**src/core_defs.svh**
```systemverilog
// Core sizing macros; the read latency must agree with the fixed stage count in regfile
`ifndef CORE_DEFS_SVH
`define CORE_DEFS_SVH

// Data word width in bits
`define CORE_XLEN 32

// Register index width
`define CORE_REG_AW 5

// Number of architectural registers
`define CORE_NREGS 32

// Cycles from read strobe to read data and valid
`define CORE_RD_LAT 3

`endif

```
**src/rf_pkg.sv**
```systemverilog
// Register-file storage types only; widths come from the core sizing macros
`include "core_defs.svh"

package rf_pkg;

    // One data word held in a register
    typedef logic [`CORE_XLEN-1:0] word_t;

    // Register index, wide enough for every register
    typedef logic [`CORE_REG_AW-1:0] reg_idx_t;

endpackage

```
**src/isa_pkg.sv**
```systemverilog
// Instruction set types; opcode occupies the top four bits of every format
`include "core_defs.svh"

package isa_pkg;
    import rf_pkg::*;

    localparam int OPC_W = 4;
    localparam int IMM_W = `CORE_XLEN - OPC_W - 2 * `CORE_REG_AW;
    localparam int PAD_W = `CORE_XLEN - OPC_W - 3 * `CORE_REG_AW;

    // Codes not listed here are illegal
    typedef enum logic [OPC_W-1:0] {
        OP_ADD  = 4'h1,
        OP_SUB  = 4'h2,
        OP_AND  = 4'h3,
        OP_OR   = 4'h4,
        OP_XOR  = 4'h5,
        OP_ADDI = 4'h9,
        OP_ANDI = 4'ha,
        OP_ORI  = 4'hb
    } opcode_t;

    typedef struct packed {
        opcode_t                opcode;
        reg_idx_t               rd;
        reg_idx_t               rs1;
        reg_idx_t               rs2;
        logic [PAD_W-1:0]       unused;
    } r_fmt_t;

    typedef struct packed {
        opcode_t                opcode;
        reg_idx_t               rd;
        reg_idx_t               rs1;
        logic signed [IMM_W-1:0] imm;
    } i_fmt_t;

    // Same word seen as either format
    typedef union packed {
        r_fmt_t r;
        i_fmt_t i;
    } instr_u;

    // Immediate forms reuse add, and, or
    typedef enum logic [2:0] {
        ALU_ADD,
        ALU_SUB,
        ALU_AND,
        ALU_OR,
        ALU_XOR
    } alu_op_t;

endpackage

```
**src/rf_read_if.sv**
```systemverilog
// One register-file read port; rdata and rvalid return together CORE_RD_LAT cycles after re
`timescale 1ns/100ps

interface rf_read_if import rf_pkg::*; ();

    logic     re;
    reg_idx_t raddr;
    word_t    rdata;
    logic     rvalid;

    // Issue side drives the request, execute side takes the data
    modport requester (
        output re,
        output raddr,
        input  rdata,
        input  rvalid
    );

    // Storage side answers the request
    modport bank (
        input  re,
        input  raddr,
        output rdata,
        output rvalid
    );

endinterface

```
**src/regfile.sv**
```systemverilog
// Register bank with zeroed storage at reset; reads take exactly three cycles, no bypass of writes
`timescale 1ns/100ps
`include "core_defs.svh"

module regfile import rf_pkg::*; (
    input  logic     clock,
    input  logic     resetn,
    input  logic     wr_en,
    input  reg_idx_t wr_addr,
    input  word_t    wr_data,
    rf_read_if.bank  rd
);

    word_t    mem [`CORE_NREGS];

    // Stage 1 holds the request
    logic     re_s1;
    reg_idx_t raddr_s1;

    // Stage 2 holds the array output
    logic     vld_s2;
    word_t    data_s2;

    always_ff @(posedge clock or negedge resetn) begin
        if (!resetn) begin
            re_s1  <= 1'b0;
            vld_s2 <= 1'b0;
            rd.rvalid <= 1'b0;
        end else begin
            re_s1  <= rd.re;
            vld_s2 <= re_s1;
            rd.rvalid <= vld_s2;
        end
    end

    always_ff @(posedge clock) begin
        raddr_s1 <= rd.raddr;
    end

    // Array read only for a live request
    always_ff @(posedge clock) begin
        if (re_s1) begin
            data_s2 <= mem[raddr_s1];
        end
    end

    // Output register travels with rvalid
    always_ff @(posedge clock) begin
        rd.rdata <= data_s2;
    end

    always_ff @(posedge clock or negedge resetn) begin
        if (!resetn) begin
            for (int i = 0; i < `CORE_NREGS; i++) begin
                mem[i] <= '0;
            end
        end else if (wr_en) begin
            mem[wr_addr] <= wr_data;
        end
    end

    // Data and valid leave together, a fixed latency after the strobe
    a_read_latency: assert property (
        @(posedge clock) disable iff (!resetn)
        rd.rvalid == $past(rd.re, `CORE_RD_LAT)
    );

endmodule

```
**src/issue_decode.sv**
```systemverilog
// Issue stage without forwarding or stall; pending writes and illegal opcodes are refused via reject
`timescale 1ns/100ps
`include "core_defs.svh"

module issue_decode import rf_pkg::*, isa_pkg::*; (
    input  logic          clock,
    input  logic          resetn,
    input  logic          instr_valid,
    input  instr_u        instr,
    input  logic          wb_en,
    input  reg_idx_t      wb_idx,
    rf_read_if.requester  rs1_rd,
    rf_read_if.requester  rs2_rd,
    output logic          reject,
    output logic          iss_valid,
    output logic          iss_use_imm,
    output alu_op_t       iss_op,
    output reg_idx_t      iss_rd,
    output word_t         iss_imm
);

    // One bit per register with a write in flight
    logic [`CORE_NREGS-1:0] pending;

    opcode_t  opcode;
    reg_idx_t rd_idx;
    reg_idx_t rs1_idx;
    reg_idx_t rs2_idx;
    logic     legal;
    logic     use_imm;
    alu_op_t  alu_op;
    logic     hazard;
    logic     accept;

    // Opcode, rd and rs1 share bit positions in both views
    assign opcode  = instr.r.opcode;
    assign rd_idx  = instr.r.rd;
    assign rs1_idx = instr.r.rs1;
    assign rs2_idx = instr.r.rs2;

    always_comb begin
        legal   = 1'b1;
        use_imm = 1'b0;
        alu_op  = ALU_ADD;
        case (opcode)
            OP_ADD:  alu_op = ALU_ADD;
            OP_SUB:  alu_op = ALU_SUB;
            OP_AND:  alu_op = ALU_AND;
            OP_OR:   alu_op = ALU_OR;
            OP_XOR:  alu_op = ALU_XOR;
            OP_ADDI: begin
                alu_op  = ALU_ADD;
                use_imm = 1'b1;
            end
            OP_ANDI: begin
                alu_op  = ALU_AND;
                use_imm = 1'b1;
            end
            OP_ORI: begin
                alu_op  = ALU_OR;
                use_imm = 1'b1;
            end
            default: legal = 1'b0;
        endcase
    end

    // Registered bits, so a same-cycle clear still blocks
    assign hazard = pending[rd_idx] | pending[rs1_idx] | (!use_imm & pending[rs2_idx]);
    assign accept = instr_valid & legal & !hazard;

    // Both banks are read for every accepted instruction
    assign rs1_rd.re    = accept;
    assign rs1_rd.raddr = rs1_idx;
    assign rs2_rd.re    = accept;
    assign rs2_rd.raddr = rs2_idx;

    assign iss_valid   = accept;
    assign iss_use_imm = use_imm;
    assign iss_op      = alu_op;
    assign iss_rd      = rd_idx;
    assign iss_imm     = {{(`CORE_XLEN - IMM_W){instr.i.imm[IMM_W-1]}}, instr.i.imm};

    always_ff @(posedge clock or negedge resetn) begin
        if (!resetn) begin
            pending <= '0;
            reject  <= 1'b0;
        end else begin
            reject <= instr_valid & !accept;
            if (wb_en) begin
                pending[wb_idx] <= 1'b0;
            end
            if (accept) begin
                pending[rd_idx] <= 1'b1;
            end
        end
    end

    // No accepted source is the target of an issue still in flight
    for (genvar k = 1; k <= `CORE_RD_LAT + 1; k++) begin : g_raw_chk
        a_no_pending_src: assert property (
            @(posedge clock) disable iff (!resetn)
            iss_valid && $past(iss_valid, k) |->
                $past(iss_rd, k) != rs1_idx &&
                (iss_use_imm || $past(iss_rd, k) != rs2_idx)
        );
    end

endmodule

```
**src/alu_writeback.sv**
```systemverilog
// Execute and write-back; operation pipe depth is tied to the bank read latency, results in order
`timescale 1ns/100ps
`include "core_defs.svh"

module alu_writeback import rf_pkg::*, isa_pkg::*; (
    input  logic          clock,
    input  logic          resetn,
    input  logic          iss_valid,
    input  logic          iss_use_imm,
    input  alu_op_t       iss_op,
    input  reg_idx_t      iss_rd,
    input  word_t         iss_imm,
    rf_read_if.requester  rs1_rd,
    rf_read_if.requester  rs2_rd,
    output logic          we,
    output reg_idx_t      waddr,
    output word_t         wdata
);

    localparam int DEPTH = `CORE_RD_LAT;
    localparam int LAST  = DEPTH - 1;

    logic [DEPTH-1:0] vld_q;
    alu_op_t          op_q      [DEPTH];
    reg_idx_t         rd_q      [DEPTH];
    word_t            imm_q     [DEPTH];
    logic             use_imm_q [DEPTH];

    word_t            opnd_b;
    word_t            result;

    always_ff @(posedge clock or negedge resetn) begin
        if (!resetn) begin
            vld_q <= '0;
        end else begin
            vld_q <= {vld_q[DEPTH-2:0], iss_valid};
        end
    end

    // Operation details follow valid down the pipe
    always_ff @(posedge clock) begin
        op_q[0]      <= iss_op;
        rd_q[0]      <= iss_rd;
        imm_q[0]     <= iss_imm;
        use_imm_q[0] <= iss_use_imm;
        for (int i = 1; i < DEPTH; i++) begin
            op_q[i]      <= op_q[i-1];
            rd_q[i]      <= rd_q[i-1];
            imm_q[i]     <= imm_q[i-1];
            use_imm_q[i] <= use_imm_q[i-1];
        end
    end

    assign opnd_b = use_imm_q[LAST] ? imm_q[LAST] : rs2_rd.rdata;

    // Arithmetic wraps at the word width
    always_comb begin
        case (op_q[LAST])
            ALU_ADD: result = rs1_rd.rdata + opnd_b;
            ALU_SUB: result = rs1_rd.rdata - opnd_b;
            ALU_AND: result = rs1_rd.rdata & opnd_b;
            ALU_OR:  result = rs1_rd.rdata | opnd_b;
            ALU_XOR: result = rs1_rd.rdata ^ opnd_b;
            default: result = '0;
        endcase
    end

    always_ff @(posedge clock or negedge resetn) begin
        if (!resetn) begin
            we <= 1'b0;
        end else begin
            we <= vld_q[LAST];
        end
    end

    always_ff @(posedge clock) begin
        if (vld_q[LAST]) begin
            waddr <= rd_q[LAST];
            wdata <= result;
        end
    end

    // Pipe end and both bank outputs agree every cycle
    a_operand_align: assert property (
        @(posedge clock) disable iff (!resetn)
        vld_q[LAST] == rs1_rd.rvalid && vld_q[LAST] == rs2_rd.rvalid
    );

endmodule

```
**src/exec_core.sv**
```systemverilog
// Execution core top; fixed four-cycle issue to write-back, reject is the only flow control
`timescale 1ns/100ps
`include "core_defs.svh"

module exec_core import rf_pkg::*, isa_pkg::*; (
    input  logic                  clock,
    input  logic                  resetn,
    input  logic                  instr_valid,
    input  logic [`CORE_XLEN-1:0] instr,
    output logic                  reject,
    output logic                  wb_valid,
    output reg_idx_t              wb_addr,
    output word_t                 wb_data
);

    // Write port shared by both banks
    logic     we;
    reg_idx_t waddr;
    word_t    wdata;

    logic     iss_valid;
    logic     iss_use_imm;
    alu_op_t  iss_op;
    reg_idx_t iss_rd;
    word_t    iss_imm;

    rf_read_if rs1_port ();
    rf_read_if rs2_port ();

    issue_decode u_issue (
        .clock       (clock),
        .resetn      (resetn),
        .instr_valid (instr_valid),
        .instr       (instr),
        .wb_en       (we),
        .wb_idx      (waddr),
        .rs1_rd      (rs1_port),
        .rs2_rd      (rs2_port),
        .reject      (reject),
        .iss_valid   (iss_valid),
        .iss_use_imm (iss_use_imm),
        .iss_op      (iss_op),
        .iss_rd      (iss_rd),
        .iss_imm     (iss_imm)
    );

    // Mirrored banks, one per source operand
    regfile bank_rs1 (
        .clock   (clock),
        .resetn  (resetn),
        .wr_en   (we),
        .wr_addr (waddr),
        .wr_data (wdata),
        .rd      (rs1_port)
    );

    regfile bank_rs2 (
        .clock   (clock),
        .resetn  (resetn),
        .wr_en   (we),
        .wr_addr (waddr),
        .wr_data (wdata),
        .rd      (rs2_port)
    );

    alu_writeback u_alu (
        .clock       (clock),
        .resetn      (resetn),
        .iss_valid   (iss_valid),
        .iss_use_imm (iss_use_imm),
        .iss_op      (iss_op),
        .iss_rd      (iss_rd),
        .iss_imm     (iss_imm),
        .rs1_rd      (rs1_port),
        .rs2_rd      (rs2_port),
        .we          (we),
        .waddr       (waddr),
        .wdata       (wdata)
    );

    // Every write is reported
    assign wb_valid = we;
    assign wb_addr  = waddr;
    assign wb_data  = wdata;

endmodule

```
**config.mk**
```make
export PLATFORM = sky130hd
export DESIGN_NAME = exec_core
export DESIGN_NICKNAME = d
export VERILOG_FILES = /design/src/rf_pkg.sv /design/src/isa_pkg.sv /design/src/rf_read_if.sv /design/src/regfile.sv /design/src/issue_decode.sv /design/src/alu_writeback.sv /design/src/exec_core.sv
export VERILOG_INCLUDE_DIRS = /design/src
export SDC_FILE = /design/constraint.sdc
export NUM_CORES = 2
export LEC_CHECK = 0
export BUFFER_PORTS_ARGS = -buffer_cell sky130_fd_sc_hd__buf_2
export CAP_MARGIN = 25
export CORE_AREA = 4 4 375 524
export CTS_CLUSTER_DIAMETER = 100
export DETAILED_ROUTE_END_ITERATION = 10
export DIE_AREA = 0 0 379 528
export SYNTH_ARGS = -nofsm -noshare
export SYNTH_HDL_FRONTEND = slang
export SYNTH_SLANG_ARGS = --single-unit
```
**constraint.sdc**
```tcl
create_clock -name clock -period 6 [get_ports clock]
set_input_delay 1.2 -clock clock [delete_from_list [all_inputs] [get_ports clock]]
set_output_delay 1.2 -clock clock [all_outputs]
set_load 0.01 [all_outputs]
```
==> flow_metrics.py <==
metrics = {
    "status": {
        "status": "completed",
    },
    "detailed_routing": {
        "totalWireLength_um": 196000,
        "ant_nets": 0,
        "detail_route.iter0.violations": 2628,
        "vias_per_cell": 5.73,
        "vias": 39000,
        "wl_per_cell_um": 28.8,
        "drc_errors": 0,
        "drt_pass1_iterations": 5,
    },
    "clock_network": {
        "postCtsSetupRepairBufs": 0,
        "cts_hold_buffers": 0,
        "cts_resized": 0,
        "clk_latency_ps": 780,
        "clk_pin_slew_worst_paths_ps": 60,
        "cts_tree": "yes",
        "cts_root_buf": "clkbuf_16",
        "cts_max_level": 4,
        "cts_buffers": 137,
        "cts_buffer_depth": 3,
        "clock-sinks": 1312,
    },
    "grt": {
        "grt_max_degree": 151,
        "grt_pass1_wl_um": 292000,
        "first_global_vias": 42500,
        "overflow": 0,
        "antenna_found_initial": 9,
        "track_usage_pct": 19.8,
    },
    "timing": {
        "fin_skew_ps": 29.8,
        "timing.setup.tns_ps": 0,
        "setup_viol": 0,
        "slew-limit-headroom_pct": 25.4,
        "worst_slew_pin_slew_ps": 1120,
        "hold_slack_ps": 310,
        "fmax_mhz": 199,
        "slew_viol_final": 0,
        "rsz0062_at_grt": "false",
        "period_minus_slack_ps": 5010,
        "hold_viol_final": 0,
        "min_period_over_period_pct": 83.6,
    },
    "final_layout": {
        "finalInstanceArea_mm2": 0.0752,
        "area_growth_pct": 12.6,
        "layout-drive-gt1-share_pct": 51.8,
        "register_area_mm2": 0.0326,
        "final_cells": 6805,
        "fillers": 17600,
        "nNetsFinal": 4329,
        "multiInputGateArea_mm2": 0.0325,
        "finish.utilization_pct": 39.2,
    },
    "synthesis": {
        "synth_compound_area_share_pct": 2.56,
        "syn-cell-area_mm2": 0.0667,
        "synth_cell_types": 67,
        "synth_top_cell_area_share_pct": 39.8,
        "synth_area_leaders": "dfrtp_1 (40%), mux4_2 (23%), mux2_2 (18%), edfxtp_1 (4.5%), dfxtp_1 (4.5%)",
        "synthXorXnorAreaFrac_pct": 0.709,
        "ys_warn_count": 0,
        "yosys-mux-area-fraction_pct": 41.4,
        "synthCells": 4251,
        "ys_seq_elements": 1312,
        "synth-simple-area-share_pct": 1.86,
        "synth-edff-count": 101,
        "synthArstFlopShare_pct": 80.9,
        "syn_area_per_cell_um2": 15.7,
        "synth_top_area_cell": "dfrtp_1",
        "ys_seq_area_share_pct": 48.8,
        "syn-num-nets": 4383,
        "synth_common_cells": "mux2_2 (1089), dfrtp_1 (1061), mux4_2 (668), clkbuf_1 (285), dfxtp_1 (150)",
        "synthFlopType": "dfrtp_1",
        "yosysMostFrequentCell": "mux2_2",
        "synth_top_family_by_area": "multiplexers",
        "yosys.area_share.adder_pct": 1.83,
    },
    "setup_path": {
        "crit_path_end_kind": "flip-flop",
        "crit_path_start": "u_alu.use_imm_q[0][2]",
        "ff2ff_setup_slack_ps": 990,
        "r2r_cells": 15,
        "path_cells": "mux2i_1 > ha_1 > o221ai_1 > or3_1 > o21ai_0 > xnor2_1 > ha_1 > a21o_1 > o21bai_1 > a211oi_1 > or2_2 > o211ai_1 > o211a_1 > o31a_1 > o31ai_1",
        "arrival_ps": 5610,
        "path_class": "reg2reg",
        "cp.buffers_inverters": 0,
        "r2r-start": "u_alu.use_imm_q[0][2]",
        "cp_top_family": "compound AO/OA/AOI/OAI gates",
        "path_max_fanout": 27,
        "start_kind": "flip-flop",
        "slowest_stage": "dfxtp_2",
        "cpMostUsedCell": "ha_1",
        "timing.rr.end": "u_alu.wdata[27]",
        "cp.required_ps": 6600,
        "slowest_delay_ps": 680,
    },
    "min_path": {
        "whs_path_depth": 0,
        "hold_path_class": "reg2reg",
        "hold_start": "u_alu.imm_q[0][8]",
        "hold-path-endpoint": "u_alu.imm_q[0][40]",
    },
    "pwr": {
        "leakage_nw": 32.8,
        "peakVddDrop_mv": 0.240,
        "powerDensity_mw_per_mm2": 336,
    },
    "die": {
        "pin_count": 74,
        "die_area_mm2": 0.200,
        "initial_core_util_pct": 34.8,
        "coreArea_mm2": 0.192,
        "die_w_um": 379,
        "fp.dieH_um": 528,
        "rows": 190,
    },
    "place": {
        "portBuffers": 73,
        "dp_hpwl_um": 117000,
        "gp_congestion": 0.851,
        "placed_area_mm2": 0.0704,
        "dpl.cell_count": 6549,
    },
    "job": {
        "maxCapViolCount": 0,
    },
}
[per-layer routing]
layer	GRT usage [%]	vias to the layer above	routed length (um)
met1	25.5	21400	81500
met2	33.7	979	98700
met4	6.82	8	7220
met3	3.22	342	8670
met5	0	-	43
li1	-	16300	-
[power breakdown]
part           internal (W)  total, W  leakage, nW  switching [W]
clock               0.00512   0.00883         2.29        0.00371
combinational       0.00287   0.00491         14.0        0.00204
sequential           0.0104    0.0115         16.5        0.00109
total                0.0184    0.0252         32.8        0.00683
[flip-flops by register name, indices dropped and copies added, names as in the netlist, 3 cells and up]
name,cells
bank_rs1.mem,1016
u_alu.imm_q,50
bank_rs1.data_s2,32
bank_rs1.rd.rdata,32
bank_rs2.data_s2,32
bank_rs2.rd.rdata,32
u_alu.wdata,32
u_issue.pending,32
u_alu.rd_q,15
u_alu.op_q,9
bank_rs2.mem,8
bank_rs1.raddr_s1,5
u_alu.waddr,5
bank_rs2.raddr_s1,4
u_alu.use_imm_q,3
u_alu.vld_q,3
[worst register-to-register path, delay by kind of cell, from the launching register on]
| kind | cells | cell delay [ps] |
|---|---|---|
| flip-flops | 1 | 680 |
| multiplexers | 1 | 460 |
| AO/OA/AOI/OAI | 9 | 2160 |
| XOR/XNOR | 1 | 100 |
| AND/OR/NAND/NOR | 2 | 740 |
| adder cells (fa/ha/maj) | 2 | 700 |
[layout make-up]
type	count	share of cell area [%]
timing repair buffer	195	2.45
clock inverter	59	0.836
sequential	1312	43.4
tap	2496	4.15
multi-input combinational	2449	43.3
antenna	1	0.00333
inverter	102	0.509
clock buffer	191	5.33
[how the worst max path moves through the flow]
stage / end / slack [ps] / depth (start not counted)
floorplan: u_alu.wdata[27] / 960 / 20
global placement: u_alu.wdata[27] / 1140 / 15
detailed placement: u_alu.wdata[31] / 1070 / 15
CTS: u_alu.wdata[27] / 1020 / 15
global route: u_alu.wdata[27] / 530 / 15
finish: u_alu.wdata[27] / 990 / 15
[layout by cell type (no fill, tap or decap), types with 8 or more instances in the layout]
master and count:
inv_6 8, nor2b_1 11, o21ai_0 51, clkbuf_16 143
buf_12 26, and3_1 11, buf_2 76, inv_1 101
bufinv_16 10, mux2i_1 35, nor2_1 55, dfxtp_4 8
nand2_1 55, mux2_2 1089, nand2b_1 10, o22ai_1 10
dfxtp_1 138, xor2_1 12, a21oi_1 68, mux4_2 668
a31oi_1 12, buf_16 12, and2_1 10, clkbuf_1 23
nor2_4 16, clkinv_2 28, dfrtp_1 1059, a211oi_1 14
xnor2_1 42, a21o_1 14, clkbuf_8 25, ha_1 96
buf_4 79, nor3b_1 16, edfxtp_1 101, o221ai_1 10
nor3_1 16, nand2_4 16, a22o_1 33
[stage by stage]
step | power (W) | setup slack, ps
floorplan | 0.0150 | 964
global placement | 0.0164 | 1140
detailed placement | 0.0166 | 1070
CTS | 0.0255 | 1020
global route | 0.0264 | 532
finish | 0.0252 | 985
[kinds of logic after synthesis]
logic type / after synthesis
XOR/XNOR: 54
AND/OR/NAND/NOR: 250
buffers and inverters: 490
flip-flops: 1312
AO/OA/AOI/OAI: 256
multiplexers: 1792
adder cells (fa/ha/maj): 97
Power figures use the tool's default switching activity.
